===== config.mk =====
export PLATFORM = sky130hd
export DESIGN_NAME = flow_classifier
export DESIGN_NICKNAME = d
export VERILOG_FILES = /design/src/rtl/fw_pkg.sv /design/src/rtl/flow_classifier.sv
export SDC_FILE = /design/constraint.sdc
export NUM_CORES = 1
export LEC_CHECK = 0
export BUFFER_PORTS_ARGS = -buffer_cell sky130_fd_sc_hd__buf_2
export CORE_MARGIN = 4
export CORE_UTILIZATION = 48
export DETAILED_ROUTE_END_ITERATION = 7
export MAX_ROUTING_LAYER = met4
export PLACE_DENSITY = 0.85
export SYNTH_ARGS = -nofsm -noshare
export SYNTH_HDL_FRONTEND = slang
export SYNTH_SLANG_ARGS = --single-unit

===== constraint.sdc =====
create_clock -name mlx2sbu_clk -period 4.1 [get_ports mlx2sbu_clk]
set_input_delay 0.82 -clock mlx2sbu_clk [delete_from_list [all_inputs] [get_ports mlx2sbu_clk]]
set_output_delay 0.82 -clock mlx2sbu_clk [all_outputs]
set_load 0.005 [all_outputs]

===== src/rtl/fw_pkg.sv =====
// firewall shell shared definitions
package fw_pkg;

  // stream widths
  localparam int TDATA_W = 256;
  localparam int TKEEP_W = 32;
  localparam int TUSER_W = 12;
  localparam int TID_W   = 3;

  localparam int FIFO_DEPTH_LOG2 = 6; // 64 entries hold the longest packet

  // allow list
  localparam int RULE_COUNT   = 4;
  localparam int RULE_INDEX_W = 2;
  localparam int IP_W         = 32;

  // msb byte of ipv4 dst addr in first beat (14 eth + 16 ip)
  localparam int DST_IP_BYTE = 30;

  localparam int WATCHDOG_BITS = 5; // toggles every 16 cycles

  // identity outputs
  localparam logic [23:0] VENDOR_ID       = 24'h0002c9;
  localparam logic [15:0] PRODUCT_ID      = 16'd4;
  localparam logic [15:0] PRODUCT_VERSION = 16'd1;
  localparam logic [31:0] CAPS            = 32'd2;
  localparam logic [15:0] CAPS_LEN        = 16'd0;
  localparam logic [23:0] CAPS_ADDR       = 24'd0;

  // position of the next beat within a packet
  typedef enum logic {
    PKT_FIRST,
    PKT_BODY
  } pkt_pos_t;

endpackage

===== src/rtl/flow_classifier.sv =====
// allow-list flow classifier
`timescale 1ns/10ps

module flow_classifier (
  input  logic                            mlx2sbu_clk,
  input  logic                            arst_n,
  input  logic                            beat_accept,
  input  logic [fw_pkg::TDATA_W-1:0]      beat_tdata,
  input  logic                            beat_tlast,
  input  logic                            cfg_wr,
  input  logic [fw_pkg::RULE_INDEX_W-1:0] cfg_index,
  input  logic [fw_pkg::IP_W-1:0]         cfg_dst_ip,
  input  logic                            cfg_enable,
  output logic                            verdict_wr,
  output logic                            verdict
);

  logic [fw_pkg::RULE_COUNT-1:0] rule_en;
  logic [fw_pkg::IP_W-1:0]       rule_ip [fw_pkg::RULE_COUNT];

  fw_pkg::pkt_pos_t pos;

  logic [fw_pkg::IP_W-1:0] pkt_ip;
  logic                    match_now;
  logic                    match_q;

  // rule table
  always_ff @(posedge mlx2sbu_clk or negedge arst_n) begin
    if (!arst_n) begin
      rule_en <= '0;
    end else if (cfg_wr) begin
      rule_en[cfg_index] <= cfg_enable;
    end
  end

  always_ff @(posedge mlx2sbu_clk) begin
    if (cfg_wr) begin
      rule_ip[cfg_index] <= cfg_dst_ip;
    end
  end

  // byte DST_IP_BYTE ends up as the address msb
  assign pkt_ip = beat_tdata[fw_pkg::DST_IP_BYTE*8+7 -: fw_pkg::IP_W];

  always_comb begin
    match_now = 1'b0;
    for (int i = 0; i < fw_pkg::RULE_COUNT; i++) begin
      if (rule_en[i] && (rule_ip[i] == pkt_ip)) begin
        match_now = 1'b1;
      end
    end
  end

  always_ff @(posedge mlx2sbu_clk or negedge arst_n) begin
    if (!arst_n) begin
      pos     <= fw_pkg::PKT_FIRST;
      match_q <= 1'b0;
    end else if (beat_accept) begin
      if (pos == fw_pkg::PKT_FIRST) begin
        match_q <= match_now; // held for the rest of the packet
      end
      if (beat_tlast) begin
        pos <= fw_pkg::PKT_FIRST;
      end else begin
        pos <= fw_pkg::PKT_BODY;
      end
    end
  end

  // single-beat packets use the live match
  assign verdict_wr = beat_accept && beat_tlast;
  assign verdict    = (pos == fw_pkg::PKT_FIRST) ? match_now : match_q;

endmodule


==> run metrics <==
Leakage 2.495 nW; Setup crit end verdict; CTS tree yes; ys async rst share 4.478%; R2R cell count 6; initial antenna violation count 4; total CTS buffers 17; Clk pwr share 45.3%; synth warn 0; final wirelength 12.97 mm; # hold bufs at CTS 0; crit end category output port; most frequent CP cell buf_2; crit path max-delay cell type nor4_1; CP Depth 8; R2R setup slack 2120 ps; final worst path period need 3419 ps; Crit path required time 3280 ps; Peak VDD IR 339.5 µV; post-synthesis cell type count 21; Fin. Hold Viols 0; Worst-path clk slew 60 ps; Die W 115.3 µm; status finished clean; core area 11080 µm²; CP delay by family, top simple AND/OR/NAND/NOR gates; flop and latch count out of synthesis 134; largest fanout on the critical path 4; Reg power frac 47.7%; first-pass GRT wire length 19.69 mm; Fill cells 773; total congestion overflow 0; area of the mapped netlist 5529 µm²; Synth Instances 326; CP startpoint kind primary input; critical path class in2out; CTS resizes 0; WP data arrival 2600 ps; Avg Cell Area, Syn 16.96 µm²; crit-path cells buf_2, xor2_1, nor4_1, nand4_1, nor3_1, or4_1, mux2_4, buf_2; Detailed Route Iter0 Violations 328; Worst Slack Setup Final 680.8 ps; HP Class in2async; RSZ-0062 raised after global routing no; Reg2Reg Capture Point match_q; CP startpoint beat_tdata[241]; max incr delay on CP 540 ps; PwrDens 502.0 nW/µm²; Primary FF master, synth edfxtp_1; Max clock buf depth 2; Syn Nets 622; Internal Power 2.655 mW; full die area 13300 µm²; DRC 0; final setup fails 0; launch point of the worst reg-to-reg path rule_ip[2][25]; global-route usage over all layers 21.60%; final hold slack 245.1 ps; routed vias 3136; number of iterations in the first detailed-routing pass 5; Post-Route Skew 7.904 ps; number of flops mapped to enable cells by yosys 128; row cnt 38; Crit path buffers/inverters 2; Final Cycle Share 83.40%; Antenna Nets Post-Route 0; sequential fraction of the synthesis area 72.23%; largest net degree at the start of global routing 34; share of cells above drive strength 1 27.06%; Logic pwr share 7.0%; Max Cap Viol 0; CTS Root Cell clkbuf_16; P&R area growth vs syn 21.84%; Worst-Margin Slew 872.6 ps; Sequential Area 3994 µm²; Slew Viols, Final 0; footprint of the multi-input gates 1544 µm²; Final #Nets 719; fmax 0.2925 GHz; Starting Density 49.91%; Vias per Instance 5.407; vias in the first global route 3401; Post-DP HPWL 9.093 mm; synth top area cells edfxtp_1 (70%), xor2_1 (20%), nor4_1 (3.2%); gpl congestion 0.8838; area leader, netlist edfxtp_1; IO Port Bufs 73; Clock Latency Late Sink 410 ps; DR WL/cell 22.36 µm; I/O Pins 298; Switching Share 21.49%; chip height 115.3 µm; CTS H-tree depth 4; clk sink count 134; Synth top area share 69.52%; Setup WS pre-CTS 762.3 ps; Setup TNS 0 ps; Psw 0.7269 mW; number of setup buffers added after CTS 0; normalized max-slew margin 41.83%
routing by layer:
layer,GRT usage (%),vias up,part of all wire (%)
met3,5.842,25,9.0
met4,9.546,0,2.8
met1,27.34,1499,39
li1,-,1418,-
met5,-,-,0
met2,32.83,194,49
state kept, by name, indices dropped and copies added, names as in the netlist:
signal,cells
rule_ip,128
rule_en,4
match_q,1
pos,1
worst min path at each step:
stage	cells past startpoint	endpoint	slack, ps
finish	1	match_q	250
detailed placement	1	rule_en[0]	500
global placement	1	rule_en[0]	490
floorplan	1	rule_en[0]	480
global route	1	pos	240
CTS	1	pos	240
final cells by class:
| cell class | instances | area share (%) |
|---|---|---|
| Antenna cell | 4 | 0.1486 |
| Clock buffer | 19 | 6.724 |
| Clock inverter | 13 | 2.285 |
| Inverter | 1 | 0.05572 |
| Multi-Input combinational cell | 191 | 22.92 |
| Sequential cell | 134 | 59.29 |
| Tap cell | 140 | 2.600 |
| Timing Repair Buffer | 78 | 5.981 |
per-stage QoR:
step	power, mW	utilization, %	instances	instance area (µm²)
after global placement	1.855	55.24	544	6120
after floorplan	1.739	-	326	5529
after detailed placement	1.867	55.24	544	6120
after global routing	3.486	60.81	580	6736
after CTS	3.389	60.72	576	6726
final	3.382	60.81	580	6736
power by group through the flow:
stage	Sequential (mW)	Clock, mW	Combinational (mW)
3_5_place_dp	1.64	0	0.230
6_report	1.61	1.53	0.238
3_3_place_gp	1.63	0	0.222
5_1_grt	1.62	1.61	0.258
2_1_floorplan	1.63	0	0.107
4_1_cts	1.61	1.54	0.238
cells in the final DEF, fill, tap and decap left out, drive strengths merged, types with 5 or more instances in the layout:
cell,instances
clkinv,8
nor3,8
xor2,124
clkbuf,19
mux2,5
nand3,8
dfrtp,6
edfxtp,128
nor4,28
buf,78
synth_stat cells (4+ instances only):
| master | number |
|---|---|
| xnor2_1 | 4 |
| edfxtp_1 | 128 |
| nand4_1 | 4 |
| mux2_2 | 4 |
| dfrtp_1 | 6 |
| nor4_1 | 28 |
| nand3_1 | 8 |
| nor3_1 | 8 |
| xor2_1 | 124 |
cell families (layout without fill, tap and decap cells):
logic type	after synthesis	count (layout)	synth area share, %
other	0	4	0
AOI/OAI and AO/OA	2	2	0.2943
and+or+nand+nor	55	55	5.861
xor gates and xnor gates	128	128	20.28
muxes	6	6	1.267
DFF	134	134	72.23
buffers and inverters	1	111	0.06782
Power figures use the tool's default switching activity.
