<file path="src/rtl/fw_pkg.sv">
// firewall shell shared definitions
package fw_pkg;

  // stream widths
  localparam int TDATA_W = 256;
  localparam int TKEEP_W = 32;
  localparam int TUSER_W = 12;
  localparam int TID_W   = 3;

  localparam int FIFO_DEPTH_LOG2 = 6; // 64 entries hold the longest packet

  // allow list
  localparam int RULE_COUNT   = 4;
  localparam int RULE_INDEX_W = 2;
  localparam int IP_W         = 32;

  // msb byte of ipv4 dst addr in first beat (14 eth + 16 ip)
  localparam int DST_IP_BYTE = 30;

  localparam int WATCHDOG_BITS = 5; // toggles every 16 cycles

  // identity outputs
  localparam logic [23:0] VENDOR_ID       = 24'h0002c9;
  localparam logic [15:0] PRODUCT_ID      = 16'd4;
  localparam logic [15:0] PRODUCT_VERSION = 16'd1;
  localparam logic [31:0] CAPS            = 32'd2;
  localparam logic [15:0] CAPS_LEN        = 16'd0;
  localparam logic [23:0] CAPS_ADDR       = 24'd0;

  // position of the next beat within a packet
  typedef enum logic {
    PKT_FIRST,
    PKT_BODY
  } pkt_pos_t;

endpackage
</file>
<file path="src/rtl/shell_watchdog.sv">
// shell watchdog toggle
`timescale 1ns/10ps

module shell_watchdog (
  input  logic mlx2sbu_clk,
  input  logic arst_n,
  output logic watchdog
);

  logic [fw_pkg::WATCHDOG_BITS-1:0] cnt;

  always_ff @(posedge mlx2sbu_clk or negedge arst_n) begin
    if (!arst_n) begin
      cnt <= '0;
    end else begin
      cnt <= cnt + 1'b1; // free running
    end
  end

  assign watchdog = cnt[fw_pkg::WATCHDOG_BITS-1];

endmodule

</file>
<file path="config.mk">
export PLATFORM = sky130hd
export DESIGN_NAME = shell_watchdog
export DESIGN_NICKNAME = d
export VERILOG_FILES = /design/src/rtl/fw_pkg.sv /design/src/rtl/shell_watchdog.sv
export SDC_FILE = /design/constraint.sdc
export NUM_CORES = 1
export LEC_CHECK = 0
export BUFFER_PORTS_ARGS = -buffer_cell sky130_fd_sc_hd__buf_2
export CAP_MARGIN = 20
export CORE_AREA = 10 10 47 49
export DETAILED_ROUTE_END_ITERATION = 8
export DIE_AREA = 0 0 57 59
export PLACE_DENSITY = 0.38
export SLEW_MARGIN = 20
export SYNTH_ARGS = -nofsm -noshare
export SYNTH_HDL_FRONTEND = slang
export SYNTH_SLANG_ARGS = --single-unit
</file>
<file path="constraint.sdc">
create_clock -name mlx2sbu_clk -period 2 [get_ports mlx2sbu_clk]
set_clock_uncertainty 0.05 [all_clocks]
set_input_delay 0.1 -clock mlx2sbu_clk [delete_from_list [all_inputs] [get_ports mlx2sbu_clk]]
set_output_delay 0.1 -clock mlx2sbu_clk [all_outputs]
set_load 0.01 [all_outputs]
</file>
==> results of run 1 <==
## area by class of cell
class | instances | area [sq um]
multi-input combinational | 6 | 48.8
clock buffer | 4 | 26.3
fill | 161 | 1160
sequential | 5 | 125
timing repair buffer | 3 | 20.0
inverter | 1 | 3.75
tap | 16 | 20.0
## worst max-delay path: cells and delay by family (launching register included)
kind / cells / cell delay (ps)
XOR/XNOR: 1 / 120
adder cells (fa/ha/maj): 1 / 230
flip-flops: 1 / 380
AND/OR/NAND/NOR: 1 / 100
## path summary, 6_finish.rpt
kind | from | end | slack [ps] | cells past startpoint
setup reg to reg | cnt[0] | cnt[4] | 1050 | 3
min in group mlx2sbu_clk | cnt[0] | cnt[0] | 400 | 1
hold / removal | arst_n | cnt[2] | 160 | 2
hold reg to reg | cnt[0] | cnt[0] | 400 | 1
max in group asynchronous | arst_n | cnt[1] | 1610 | 2
setup / recovery | cnt[0] | cnt[4] | 1050 | 3
## Yosys cell counts
cell type	instances	area (sq um)
dfrtp_1	5	125
nand3_1	2	10.0
inv_1	1	3.75
xor2_1	1	8.76
ha_1	1	12.5
xnor2_1	2	17.5
## per-layer routing
metal	GRT usage (%)	routed length (um)	vias up	part of all wire, %
met5	0	0	-	0
met1	1.91	132	45	49
met2	1.40	74	7	27
met4	2.01	5	0	1.8
li1	-	-	54	-
met3	4.29	59	2	22
## kinds of logic (layout without fill, tap and decap cells)
group | count (synthesis) | in the layout | share of synthesized area [%]
fa+ha+maj | 1 | 1 | 7.04
flops | 5 | 5 | 70.4
buf+inv | 1 | 8 | 2.11
simple gates | 2 | 2 | 5.63
xor+xnor | 3 | 3 | 14.8
## where the power goes
| group | total (uW) | switching (uW) | internal, uW |
|---|---|---|---|
| Combinational | 4.02 | 2.03 | 1.99 |
| Clock | 114 | 38.8 | 75.3 |
| Sequential | 102 | 0 | 102 |
| Total | 220 | 40.8 | 179 |
## metrics by stage
step	total power (uW)	instance area (sq um)
global route	236	244
finish	220	244
global placement	105	208
floorplan	103	178
CTS	226	244
detailed placement	106	208
==> impl_metrics.toml, run 1 <==
[outcome]
status = "complete, no violations"

[floorplanning]
core_sq_um = 1400
row_count = 14
fp.dieW_um = 57
die-area_sq_um = 3360
fp.dieH_um = 59
num_io_pins = 3
initial_utilization_pct = 12.7

[final_layout]
final_cell_mix = "dfrtp_1, clkbuf_4, nand3_1, xnor2_1, buf_2"
mostFrequentLayoutCell = "dfrtp_1"
layout-drive-gt1-share_pct = 26.3
reg_top3 = "cnt (5)"
layout.cells.non_filler = 35
utilization_pct = 17.4
layout.nets = 23
num_antenna_cells = 0
largest_register_ffs = 5
areaGrowthSynthToFinish_pct = 37.3
largest_register = "cnt"

[critical_path]
crit_slowest_cell = "dfrtp_1"
cp.arrival_ps = 1060
cp.required_ps = 2110
path_cells = "ha_1 -> nand3_1 -> xnor2_1"
critical_path_class = "reg -> reg"
crit_path_end_kind = "flop"
slowest_delay_ps = 380
startpoint_type = "flop"
critPathMaxFanout = 3

[place]
dpl.cell_count = 30
dpl_worst_slack_ps = 1040
gp_congestion = 0.581
portBuffers = 2
dp_hpwl_um = 210

[clock_network]
path_clk_slew_ps = 40
clockBufferDepth = 2
clock_latency_ps = 240
cts_tree = "done"
postCtsHoldBufs = 1
clock-sinks = 5
post-cts-setup-buffer-count = 0
cts_root_buf = "clkbuf_4"
numCtsBuffers = 3
ctsResizeCount = 0
htree_num_levels = 1

[pwr]
power.leakage_uw = 0.000118
powerDensity_nw_per_um2 = 900
vdd_drop_max_v = 0.000467

[route]
vias = 108
wire_per_inst_um = 7.77
antenna_left = 0
drc = 0
routed_wl_um = 272
first_pass_iters = 1
drtIter0Drc = 0
avgViaCountPerCell = 3.09

[synthesis]
syn_nets = 15
netlist_area_sq_um = 178
ys_seq_area_share_pct = 70.4
synth.distinct_cells = 6
syn_inst = 12
synth_warnings = 0
syn_area_per_cell_sq_um = 14.8
synth-seq-cells = 5

[grt]
overflow = 0
grt_max_degree = 6
track_usage_pct = 2.21
antenna_found_initial = 0
grt_pass1_vias = 102
grt_pass1_wl_um = 455

[timing]
maxSlewHeadroom_pct = 91.8
fmax_ghz = 1.05
hold_ws_ps = 162
post-route-period-util_pct = 47.7
final_max_slew_viol_count = 0
hold_violations = 0
setup_viol = 0
min_period_ps = 955
worstMarginPinSlew_ps = 123
layout_setup_ws_ps = 1050
setup_tns_ps = 0
rsz0062_at_grt = "false"

[worst_hold_path]
min_path_type = "in -> async"

[job]
maxCapViolCount = 0
No activity file was read; power rests on OpenSTA's default activity.
==> run 2, diff against run 1 <==
==> constraint.sdc (replaced) <==
create_clock -name mlx2sbu_clk -period 0.9 [get_ports mlx2sbu_clk]
set_clock_uncertainty 0.05 [all_clocks]
set_input_delay 0.045 -clock mlx2sbu_clk [delete_from_list [all_inputs] [get_ports mlx2sbu_clk]]
set_output_delay 0.045 -clock mlx2sbu_clk [all_outputs]
set_load 0.01 [all_outputs]
==> run 2 against run 1 <==
Compared with the run above: worst setup slack worse by 1000 ps; critical path depth unchanged; core utilization increased by 1.1 points; global-route usage rose by 0.087 points; critical path type unchanged; critical endpoint unchanged; cell area rose by 6.2%; power increased by 120%; largest cell class unchanged; clock power up 130%.
==> impl_metrics.toml, run 2 (synthesis gave the netlist of run 1 again) <==
[grt]
overflow = 0
grt_max_degree = 6
grt_pass1_vias = 121
antenna_found_initial = 0
grt_pass1_wl_um = 483
track_usage_pct = 2.29

[route]
vias = 114
dr_wl_met2_um = 85
wl_met1_um = 137
routed_wl_um = 276
highest_layer = "met4"
antenna_left = 0
drc = 0
avgViaCountPerCell = 3.17
drtIter0Drc = 1
met3WireLength_um = 46
wire_per_inst_um = 7.67
first_pass_iters = 2

[timing]
worstMarginPinSlew_ps = 134
hold_violations = 0
setup_viol = 0
fmax_ghz = 1.12
hold_ws_ps = 98.6
maxSlewHeadroom_pct = 91.1
setup_tns_ps = 0
final_max_slew_viol_count = 0
post-route-period-util_pct = 99.0
rsz0062_at_grt = "true"
min_period_ps = 891

[pwr]
vdd_drop_max_v = 0.000632
power.leakage_uw = 0.000121
switching_share_pct = 19.2
power_frac_seq_pct = 45.9
p_total_uw = 492
combinationalPowerShare_pct = 1.8
powerDensity_nw_per_um2 = 1900
p_switching_uw = 94.2
p_clk_share_pct = 52.3
internal_power_uw = 398

[outcome]
status = "complete, no violations"

[critical_path]
crit_path_end_kind = "flop"
critPathMaxFanout = 2
cp.arrival_ps = 970
worstSetupStartpoint = "cnt[0]"
reg2reg_slack_ps = 9
startpoint_type = "flop"
rr_startpoint = "cnt[0]"
critical_path_class = "reg -> reg"
cp.required_ps = 980

[clock_network]
post-cts-setup-buffer-count = 0
htree_num_levels = 1
path_clk_slew_ps = 40
cts_tree = "done"
cts_root_buf = "clkbuf_4"
clock-sinks = 5
clockBufferDepth = 2
clock_latency_ps = 240
numCtsBuffers = 3

[floorplanning]
num_io_pins = 3
fp.dieH_um = 59
core_sq_um = 1400
initial_utilization_pct = 12.7
die-area_sq_um = 3360
row_count = 14
fp.dieW_um = 57

[final_layout]
reg_top3 = "cnt (5)"
areaGrowthSynthToFinish_pct = 45.8
largest_register = "cnt"
num_antenna_cells = 0
layout.cells.non_filler = 36
layout.nets = 24
largest_register_ffs = 5
layout-drive-gt1-share_pct = 40.0
utilization_pct = 18.5
n_fill_cell = 158
final_cell_mix = "dfrtp_1, clkbuf_4, xnor2_1, buf_2"
mostFrequentLayoutCell = "dfrtp_1"

[place]
dpl.cell_count = 31
portBuffers = 2
gp_congestion = 0.579

[job]
maxCapViolCount = 0

[worst_hold_path]
min_path_type = "in -> async"
## run 2: cell types whose count changed in the layout (fill, tap and decap cells not counted), sizes merged
cell and delta:
buf +1
## run 2: critical path, cell delays in order (launching register included)
cell     delay [ps]
dfrtp_1         350
ha_2            200
nand3_2          70
xnor2_1         120
## run 2: final timing paths
path                                to  depth (start not counted)
worst max-delay path            cnt[4]                          3
worst min-delay path            cnt[2]                          2
worst max register to register  cnt[4]                          3
worst min register to register  cnt[4]                          1
max in group asynchronous       cnt[0]                          2
min in group mlx2sbu_clk        cnt[4]                          1
## run 2: cell type report
class	instances	area (sq um)	share of cell area [%]
timing repair buffer	4	27.5	10.6
sequential	5	125	48.3
tap	16	20.0	7.73
clock buffer	4	26.3	10.1
multi-input combinational	6	56.3	21.7
inverter	1	3.75	1.45
## run 2: what timing repair did
| item | 4_1_cts | 5_1_grt |
|---|---|---|
| hold endpoints to repair | 5 | 0 |
| endpoints found under the setup margin | 1 | 2 |
| pin swaps | 2 | 1 |
| resized for setup | 0 | 0 |
| hold buffers | 1 | 0 |
## run 2: power groups by stage
stage	logic, uW	clock network (uW)	registers [uW]
2_1_floorplan	0.0000311	0	229
3_3_place_gp	5.70	0	229
3_5_place_dp	5.85	0	229
4_1_cts	9.44	269	226
5_1_grt	10.5	284	225
6_report	9.01	257	226
## run 2: through the flow
stage	area (sq um)	setup slack [ps]
after global placement	223	-4.42
after CTS	259	-4.77
after floorplan	185	4.41
after global routing	259	-45.6
final	259	8.75
after detailed placement	223	-9.39
## run 2: per-layer routing
layer / global-route usage (%) / vias up
li1: - / 54
met1: 1.79 / 53
met2: 2.02 / 5
met3: 4.08 / 2
met4: 2.01 / 0
met5: 0 / -
