**config.mk**
```make
export PLATFORM = sky130hd
export DESIGN_NAME = sync_fifo
export DESIGN_NICKNAME = d
export VERILOG_FILES = /design/src/rtl/sync_fifo.sv
export SDC_FILE = /design/constraint.sdc
export NUM_CORES = 1
export LEC_CHECK = 0
export ABC_AREA = 1
export BUFFER_PORTS_ARGS = -buffer_cell sky130_fd_sc_hd__buf_4
export CORE_MARGIN = 10
export CORE_UTILIZATION = 55
export DETAILED_ROUTE_END_ITERATION = 7
export PLACE_DENSITY = 0.69
export SLEW_MARGIN = 20
export SYNTH_ARGS = -nofsm -noshare
export SYNTH_HDL_FRONTEND = slang
export SYNTH_SLANG_ARGS = --single-unit
```
**constraint.sdc**
```tcl
create_clock -name mlx2sbu_clk -period 1.9 [get_ports mlx2sbu_clk]
set_input_delay 0 -clock mlx2sbu_clk [delete_from_list [all_inputs] [get_ports mlx2sbu_clk]]
set_output_delay 0 -clock mlx2sbu_clk [all_outputs]
set_load 0.02 [all_outputs]
```
**src/rtl/sync_fifo.sv**
```systemverilog
// show-ahead synchronous fifo
`timescale 1ns/10ps

module sync_fifo #(
  parameter int WIDTH      = 1,
  parameter int DEPTH_LOG2 = 6
) (
  input  logic             mlx2sbu_clk,
  input  logic             arst_n,
  input  logic             wr_en,
  input  logic [WIDTH-1:0] din,
  input  logic             rd_en,
  output logic [WIDTH-1:0] dout,
  output logic             full,
  output logic             empty
);

  logic [WIDTH-1:0] mem [2**DEPTH_LOG2];

  // extra msb tells full from empty
  logic [DEPTH_LOG2:0] wr_ptr;
  logic [DEPTH_LOG2:0] rd_ptr;

  logic do_wr;
  logic do_rd;

  assign do_wr = wr_en && !full;
  assign do_rd = rd_en && !empty;

  assign empty = (wr_ptr == rd_ptr);
  assign full  = (wr_ptr[DEPTH_LOG2] != rd_ptr[DEPTH_LOG2]) &&
                 (wr_ptr[DEPTH_LOG2-1:0] == rd_ptr[DEPTH_LOG2-1:0]);

  always_ff @(posedge mlx2sbu_clk) begin
    if (do_wr) begin
      mem[wr_ptr[DEPTH_LOG2-1:0]] <= din;
    end
  end

  always_ff @(posedge mlx2sbu_clk or negedge arst_n) begin
    if (!arst_n) begin
      wr_ptr <= '0;
      rd_ptr <= '0;
    end else begin
      if (do_wr) wr_ptr <= wr_ptr + 1'b1;
      if (do_rd) rd_ptr <= rd_ptr + 1'b1;
    end
  end

  assign dout = mem[rd_ptr[DEPTH_LOG2-1:0]]; // head visible while not empty

endmodule

```
==> metrics, run 1 <==
worst skew pair latency 0.35 ns; Max Cap Viol 0; Inst Count DP 575; initial drt markers 267; Yosys top cell by area edfxtp_1; Worst-path clk slew 0.08 ns; Total GRT Usage 0.180; Worst-Margin Slew 0.686 ns; layout cells sized above 1 0.181; Nets 511; multi-input logic area 0.00157 mm^2; Cells after Synth 463; CTS root buf clkbuf_8; top-area cell type share of the netlist area 0.473; crit start category flip-flop; Main synth FF type edfxtp_1; via count 3268; vias in the first global route 3134; CTS tree yes; number of antenna diodes 0; DRC viols 0; crit-path max FO 5; Sequential Area 0.00227 mm^2; Routed Antenna Nets 0; grt met1 use 0.238; Yosys reg bits 78; pwr dens 1340 mW/mm^2; CTS sink count 78; Final Cycle Share 1.01; Vias/cell 5.38; crit-path max cell delay 0.49 ns; first-pass GRT wire length 16000 um; routed len/inst 16.2 um; CP top delay family simple AND/OR/NAND/NOR gates; failing checks negative setup slack; CTS buffer count 9; gr busiest metal met2; outcome finished, violations left; Syn Nets 470; CTS H-Tree Depth 3; PortBufs 7; synthesized cell area 0.00406 mm^2; slowest CP cell dfrtp_2; FMAX 520 MHz; Worst path most repeated cell nand2_1; hold slack 0.0515 ns; Core Region 0.00721 mm^2; routability cong. 0.948; syn avg cell area 8.77 um^2; Initial Util 0.563; CP endpoint kind output pin; EDFF count, synth 64; Die X 106 um; initial antenna violation count 0; # fillers 594; CP required 1.90 ns; Global Route met3 Usage 0.0314; final hold vios 0; Die Span Y 106 um; fin. max-slew vios 0; final worst slack -0.0239 ns; CP Buf/Inv Count 4; Leak Pwr 2.01 nW; Slew Limit Headroom 0.541; area grow syn2layout 16.9%; library cells used by synthesis 27; Setup TNS Final -0.0667 ns; top area cells in the synthesized netlist edfxtp_1 47%, nand2_1 12%, dfrtp_1 8.6%, nor2_1 7.6%, nand3_1 5.3%; CP Class reg -> out; met2 Use GR 0.292; gr ovfl total 0; WP data arrival 1.92 ns; pre-CTS WS 0.0942 ns; IO Pins 8; clk_skew 0.00753 ns; critical-path cell list buf_6 > buf_4 > nand2_1 > nand3_1 > nand3_1 > nand3_1 > nand2_1 > nand2_1 > nand2_1 > inv_1 > nand2_2 > buf_6; final WL 9830 um; sequential-to-total area share from yosys stat 0.560; fraction of registers with async set/reset 0.179; Max clock buf depth 2; HP Class in -> async; synth warn 0; # setup viols final 10; non-filler cells, final 608; RSZ-0062 raised after global routing yes; most common cell after layout, fill and taps aside nand2_1; crit path time final 1.92 ns; most frequent cells in the layout 130 x nand2_1, 79 x nor2_1, 64 x edfxtp_1; post-detail-place hpwl 6530 um; row cnt 31; largest net degree at the start of global routing 65; first-pass iteration count of the detailed router 5; VDD IR max 696 uV; die area 0.0112 mm^2
power breakdown:
part	total [mW]	internal, mW	switching [mW]
Clock	1.11	0.507	0.607
Combinational	3.06	1.18	1.88
Sequential	2.18	2.00	0.176
Total	6.35	3.69	2.66
kinds of logic (layout without fill, tap and decap cells):
| family | count (synthesis) | in the layout | share of synthesized area |
|---|---|---|---|
| adder cells (fa/ha/maj) | 2 | 2 | 0.00616 |
| XOR/XNOR | 13 | 13 | 0.0280 |
| buffers and inverters | 69 | 114 | 0.0743 |
| flip-flops | 78 | 78 | 0.560 |
| AO/OA/AOI/OAI | 16 | 16 | 0.0203 |
| AND/OR/NAND/NOR | 285 | 286 | 0.312 |
layer usage:
layer	routed length, um	share of wire
met2	4660	0.47
met5	0	0
met1	4340	0.44
met3	616	0.063
met4	216	0.022
stage by stage:
| stage | cell area (um^2) | total power, mW | util |
|---|---|---|---|
| floorplan | 4060 | 3.90 | - |
| global placement | 4300 | 4.74 | 0.596 |
| detailed placement | 4300 | 4.75 | 0.596 |
| CTS | 4610 | 6.12 | 0.639 |
| global route | 4750 | 6.72 | 0.658 |
| finish | 4750 | 6.35 | 0.658 |
Yosys cell counts, types with 4 or more instances:
cell / n
nand2_1: 132
nor2_1: 82
edfxtp_1: 64
inv_1: 46
nand3_1: 43
dfrtp_1: 14
nor3_1: 12
o21ai_0: 12
xor2_1: 10
buf_2: 8
inv_2: 6
nand3_4: 5
buf_4: 4
registers in the layout, summed over array words and instances, names as in the netlist:
register  count
mem          64
rd_ptr        7
wr_ptr        7
worst register-to-register path: stages (launching register included):
cell	delay (ns)
dfrtp_2	0.49
buf_4	0.17
xor2_1	0.15
nor2_1	0.10
nand2_1	0.09
nor2_4	0.20
nand2_8	0.12
buf_6	0.18
nand3_4	0.10
nor2_1	0.07
final timing paths:
check / startpoint / endpoint / slack [ns] / depth (start not counted)
max: rd_ptr[0] / dout / -0.02 / 12
min in group mlx2sbu_clk: wr_en / wr_ptr[4] / 0.05 / 3
min: arst_n / rd_ptr[2] / 0.05 / 2
max in group asynchronous: arst_n / rd_ptr[0] / 1.65 / 2
min reg2reg: rd_ptr[6] / rd_ptr[6] / 0.55 / 2
max reg2reg: rd_ptr[0] / mem[25] / -0.01 / 9
final cells by class:
type	instances	area share
clock buffers	12	0.0306
clock inverters	4	0.00501
inverters	53	0.0430
multi-input cells	317	0.330
flip-flops and latches	78	0.479
well taps	99	0.0261
repair buffers	45	0.0859
what timing repair did:
item / 4_1_cts / 5_1_grt
hold endpoints to repair: 19 / 0
pin swaps: 5 / 13
hold buffers: 2 / 0
setup endpoints to repair: 1 / 49
gates resized for setup: 18 / 18
setup buffers: 8 / 4
cloned: 2 / 1
Power figures use the tool's default switching activity.
==> run 2: changes to the inputs <==
Settings changed: SETUP_SLACK_MARGIN set to 0.02.
==> run 2 against run 1 <==
Against the previous run:
- the run still ends with negative setup slack left
- setup slack improved by 0.0012 ns
- global-route usage fell by 0.077 points
- highest routed layer unchanged
- non-clock buffer count rose by 4
- final cell count rose by 0.82%
- routed wire length rose by 1.7%
- critical path type unchanged
==> metrics, run 2 (synthesized netlist as in run 1, its figures left out) <==
outcome finished, violations left; failing checks negative setup slack; Leak Pwr 2.05 nW; row cnt 31; die area 0.0112 mm^2; final hold vios 0; first-pass iteration count of the detailed router 5; final core utilization 0.664; RR Startpoint rd_ptr[0]; Worst R2R Setup Slack 0 ns; Nets 516; Die X 106 um; Worst-path clk slew 0.08 ns; CTS tree yes; Max Cap Viol 0; initial antenna violation count 0; R2R cell count 9; clk_skew 0.0110 ns; Routed Antenna Nets 0; PortBufs 7; crit-path max FO 5; routed len/inst 16.3 um; worst skew pair latency 0.35 ns; # setup viols final 1; largest net degree at the start of global routing 65; Final Cycle Share 1.01; multi-input logic area 0.00159 mm^2; CTS buffer count 9; most frequent cells in the layout 129 x nand2_1, 78 x nor2_1, 64 x edfxtp_1; crit start category flip-flop; crit path time final 1.92 ns; number of antenna diodes 0; Setup TNS Final -0.0227 ns; VDD IR max 784 uV; Die Span Y 106 um; # fillers 593; vias in the first global route 3152; layout cells sized above 1 0.196; Slew Limit Headroom 0.633; Initial Util 0.563; routability cong. 0.948; RR Endpoint mem[57]; HP Class in -> async; Total GRT Usage 0.179; final worst slack -0.0227 ns; IO Pins 8; Sequential Area 0.00227 mm^2; WP data arrival 1.92 ns; Core Region 0.00721 mm^2; CP required 1.90 ns; initial drt markers 288; DRC viols 0; Largest register FFs 64; RSZ-0062 raised after global routing yes; post-detail-place hpwl 6530 um; CTS H-Tree Depth 3; FMAX 520 MHz; gr ovfl total 0; CP endpoint kind output pin; fin. max-slew vios 0; final WL 10000 um; Max clock buf depth 2; via count 3306; pwr dens 1310 mW/mm^2; most common cell after layout, fill and taps aside nand2_1; CTS sink count 78; CP Class reg -> out; area grow syn2layout 18.1%; total power 6.29 mW; CTS root buf clkbuf_8; Worst-Margin Slew 0.551 ns; hold slack 0.0578 ns; Vias/cell 5.39; first-pass GRT wire length 16000 um
[run 2: per-layer routing]
layer,track usage,share of wire,vias up
met3,0.0242,0.053,22
li1,-,-,1583
met1,0.235,0.44,1584
met5,0,0,-
met4,0.0696,0.021,0
met2,0.295,0.48,117
[run 2: how the worst max path moves through the flow]
stage / startpoint / end / slack (ns) / cells after the start
floorplan: rd_ptr[0] / mem[48] / 0.29 / 9
global placement: rd_ptr[3] / mem[57] / 0.15 / 9
detailed placement: rd_ptr[2] / mem[25] / 0.09 / 10
CTS: rd_ptr[0] / dout / 0.008 / 12
global route: rd_ptr[0] / dout / -0.10 / 14
finish: rd_ptr[0] / dout / -0.02 / 14
[run 2: worst max-delay path, cell delays in order (launching register included)]
cell and delay (ns):
dfrtp_2 0.49, buf_6 0.17, buf_4 0.14, nand2_2 0.05, nand3_1 0.08, nand2_1 0.08, nand2_1 0.05, nand2_1 0.07
inv_1 0.04, nand2_1 0.06, nand2_1 0.05, nand2_1 0.06, inv_1 0.04, nand2_2 0.08, buf_6 0.12
[run 2: power by group]
| group | leakage (nW) | total, mW | internal (mW) | switching [mW] |
|---|---|---|---|---|
| registers | 0.754 | 2.18 | 2.00 | 0.177 |
| logic | 1.20 | 3.01 | 1.13 | 1.87 |
| clock network | 0.0901 | 1.11 | 0.507 | 0.598 |
[run 2: final cells by class]
type | count | share of cell area
Clock buffer | 12 | 0.0303
Clock inverter | 4 | 0.00496
Inverter | 53 | 0.0425
Multi-Input combinational cell | 318 | 0.331
Sequential cell | 78 | 0.475
Tap cell | 99 | 0.0258
Timing Repair Buffer | 49 | 0.0906
[run 2: what timing repair did]
item	4_1_cts	5_1_grt
gates resized for setup	19	20
setup buffers	9	7
hold endpoints to repair	19	0
hold buffers	2	0
gates cloned	2	2
pin swaps	5	8
endpoints found under the setup margin	1	55
[run 2: per-stage QoR]
stage | worst slack, ns | cell area, um^2 | cells
floorplan | 0.291 | 4060 | 463
global placement | 0.155 | 4300 | 575
detailed placement | 0.0942 | 4300 | 575
CTS | 0.00782 | 4630 | 604
global route | -0.102 | 4790 | 613
finish | -0.0227 | 4790 | 613
==> run 3: changes to the inputs <==
Settings changed: GPL_TIMING_DRIVEN set to 1, SETUP_SLACK_MARGIN 0.02 to 0.5.
Clock period 1.9 ns to 1.8 ns, I/O delays scaled along.
==> run 3 against run 2 <==
Against the previous run:
- the run still ends with negative setup slack left
- final area is 19% higher
- sequential share of layout area is 7.5 points lower
- clock power is 14% higher
- register-to-register slack worse by 0.23 ns
- critical path depth stayed put
- count of clock-buffer cells in the layout stayed put
- utilization is 12 points higher
- setup slack worse by 0.21 ns
- clock skew is 0.0024 ns higher
==> metrics, run 3 (synthesized netlist as in run 1, its figures left out) <==
Sw Pwr 3.62 mW; CTS H-Tree Depth 3; CTS tree yes; Die X 106 um; Largest register FFs 64; R2R cell count 10; failing checks negative setup slack; area grow syn2layout 40.1%; initial antenna violation count 0; crit path time final 2.03 ns; gr ovfl total 0; die area 0.0112 mm^2; clock share of power 0.157; RR Endpoint mem[2]; critical-path cell list clkinv_4 > clkbuf_16 > nand2_4 > nand3_4 > nand2_1 > nand2_1 > nand2_1 > inv_1 > nand2_1 > nand2_1 > nand2_1 > inv_1 > nand2_2 > buf_6; Vias/cell 5.83; first-pass GRT wire length 17700 um; Slew Limit Headroom 0.423; Max clock buf depth 2; worst skew pair latency 0.36 ns; Internal Power 4.52 mW; first-pass iteration count of the detailed router 5; HP Class in -> async; most frequent cells in the layout 99 x nand2_1, 64 x edfxtp_1, 42 x inv_1; clk_skew 0.0134 ns; VDD IR max 841 uV; layout cells sized above 1 0.418; CTS sink count 78; total power 8.13 mW; Inst Count DP 580; RR Startpoint rd_ptr[0]; Worst-path clk slew 0.08 ns; post-detail-place hpwl 6550 um; Nets 526; Worst R2R Setup Slack -0.23 ns; Worst-Margin Slew 0.863 ns; routed len/inst 20.0 um; crit-path max FO 8; sequential share of power 0.279; row cnt 31; pwr dens 1430 mW/mm^2; final worst slack -0.231 ns; outcome finished, violations left; FMAX 492 MHz; Final Cycle Share 1.13; Die Span Y 106 um; via count 3634; PortBufs 7; # setup viols final 81; Worst setup endpoint dout; DRC viols 0; number of antenna diodes 0; CTS buffer count 9; IO Pins 8; largest net degree at the start of global routing 65; Core Region 0.00721 mm^2; CP Class reg -> out; Gate power share 0.565; Total GRT Usage 0.202; fin. max-slew vios 0; Routed Antenna Nets 0; crit start category flip-flop; Initial Util 0.563; Leak Pwr 2.31 nW; beginning of the critical path rd_ptr[0]; switch share 0.445; Worst path most repeated cell nand2_1; routability cong. 0.946; slowest CP cell dfrtp_2; Max Cap Viol 0; CP endpoint kind output pin; RSZ-0062 raised after global routing yes; final hold vios 0; crit-path max cell delay 0.49 ns; CP required 1.80 ns; vias in the first global route 3391; final WL 12500 um; initial drt markers 391; non-filler cells, final 623; most common cell after layout, fill and taps aside nand2_1; CTS root buf clkbuf_8; WP data arrival 2.03 ns
[run 3: cell types whose count changed in the layout (fill, tap and decap cells not counted), sizes merged]
cell	delta
nand2	+1
clkbuf	+1
bufinv	+1
bufbuf	+1
buf	+7
inv	-1
[run 3: worst max-delay path: cells and delay by family, from the launching register on]
family,cells,cell delay (ns)
AND/OR/NAND/NOR,9,0.59
flip-flops,1,0.49
buffers and inverters,5,0.58
[run 3: power by group through the flow]
stage | sequential (mW) | combinational, mW | clock [mW]
finish | 2.27 | 4.60 | 1.27
CTS | 2.25 | 3.79 | 1.27
global route | 2.28 | 4.87 | 1.34
detailed placement | 2.27 | 2.88 | 0
floorplan | 2.26 | 1.93 | 0
global placement | 2.27 | 2.85 | 0
[run 3: layout make-up]
cell class / count / area [um^2]
Sequential cell: 78 / 2270
Multi-Input combinational cell: 319 / 2230
Fill cell: 438 / 1530
Timing Repair Buffer: 58 / 672
Inverter: 53 / 209
Clock buffer: 12 / 135
Tap cell: 99 / 124
Clock inverter: 4 / 47.5
[run 3: layer usage]
metal / global-route usage / vias up / wire, um
met1: 0.254 / 1762 / 4680
met2: 0.331 / 219 / 6170
met4: 0.0919 / 0 / 489
met3: 0.0362 / 42 / 1150
li1: - / 1611 / -
met5: 0 / - / 0
[run 3: worst min path at each step]
stage                     startpoint   endpoint  cells after the start
after floorplan               arst_n  rd_ptr[0]                      0
after global placement        arst_n  rd_ptr[0]                      1
after detailed placement      arst_n  rd_ptr[0]                      1
after CTS                      wr_en  wr_ptr[4]                      3
after global routing          arst_n  rd_ptr[4]                      2
final                         arst_n  rd_ptr[4]                      2
[run 3: through the flow]
stage	setup TNS [ns]	util	setup WS [ns]	hold slack (ns)	cell area, um^2
floorplan	0	-	0.207	-0.296	4120
global route	-17.45	0.788	-0.343	0.0752	5690
detailed placement	0	0.609	0.0721	-0.137	4390
global placement	0	0.609	0.114	-0.137	4390
CTS	-4.62	0.704	-0.130	0.0296	5080
finish	-13.31	0.788	-0.231	0.0509	5690
[run 3: repair_timing]
| item | 4_1_cts | 5_1_grt |
|---|---|---|
| gates resized for setup | 91 | 127 |
| gates cloned | 4 | 4 |
| endpoints found under the setup margin | 81 | 81 |
| pin swaps | 25 | 32 |
| setup buffers | 11 | 6 |
| hold buffers | 2 | 0 |
| hold endpoints to repair | 21 | 0 |
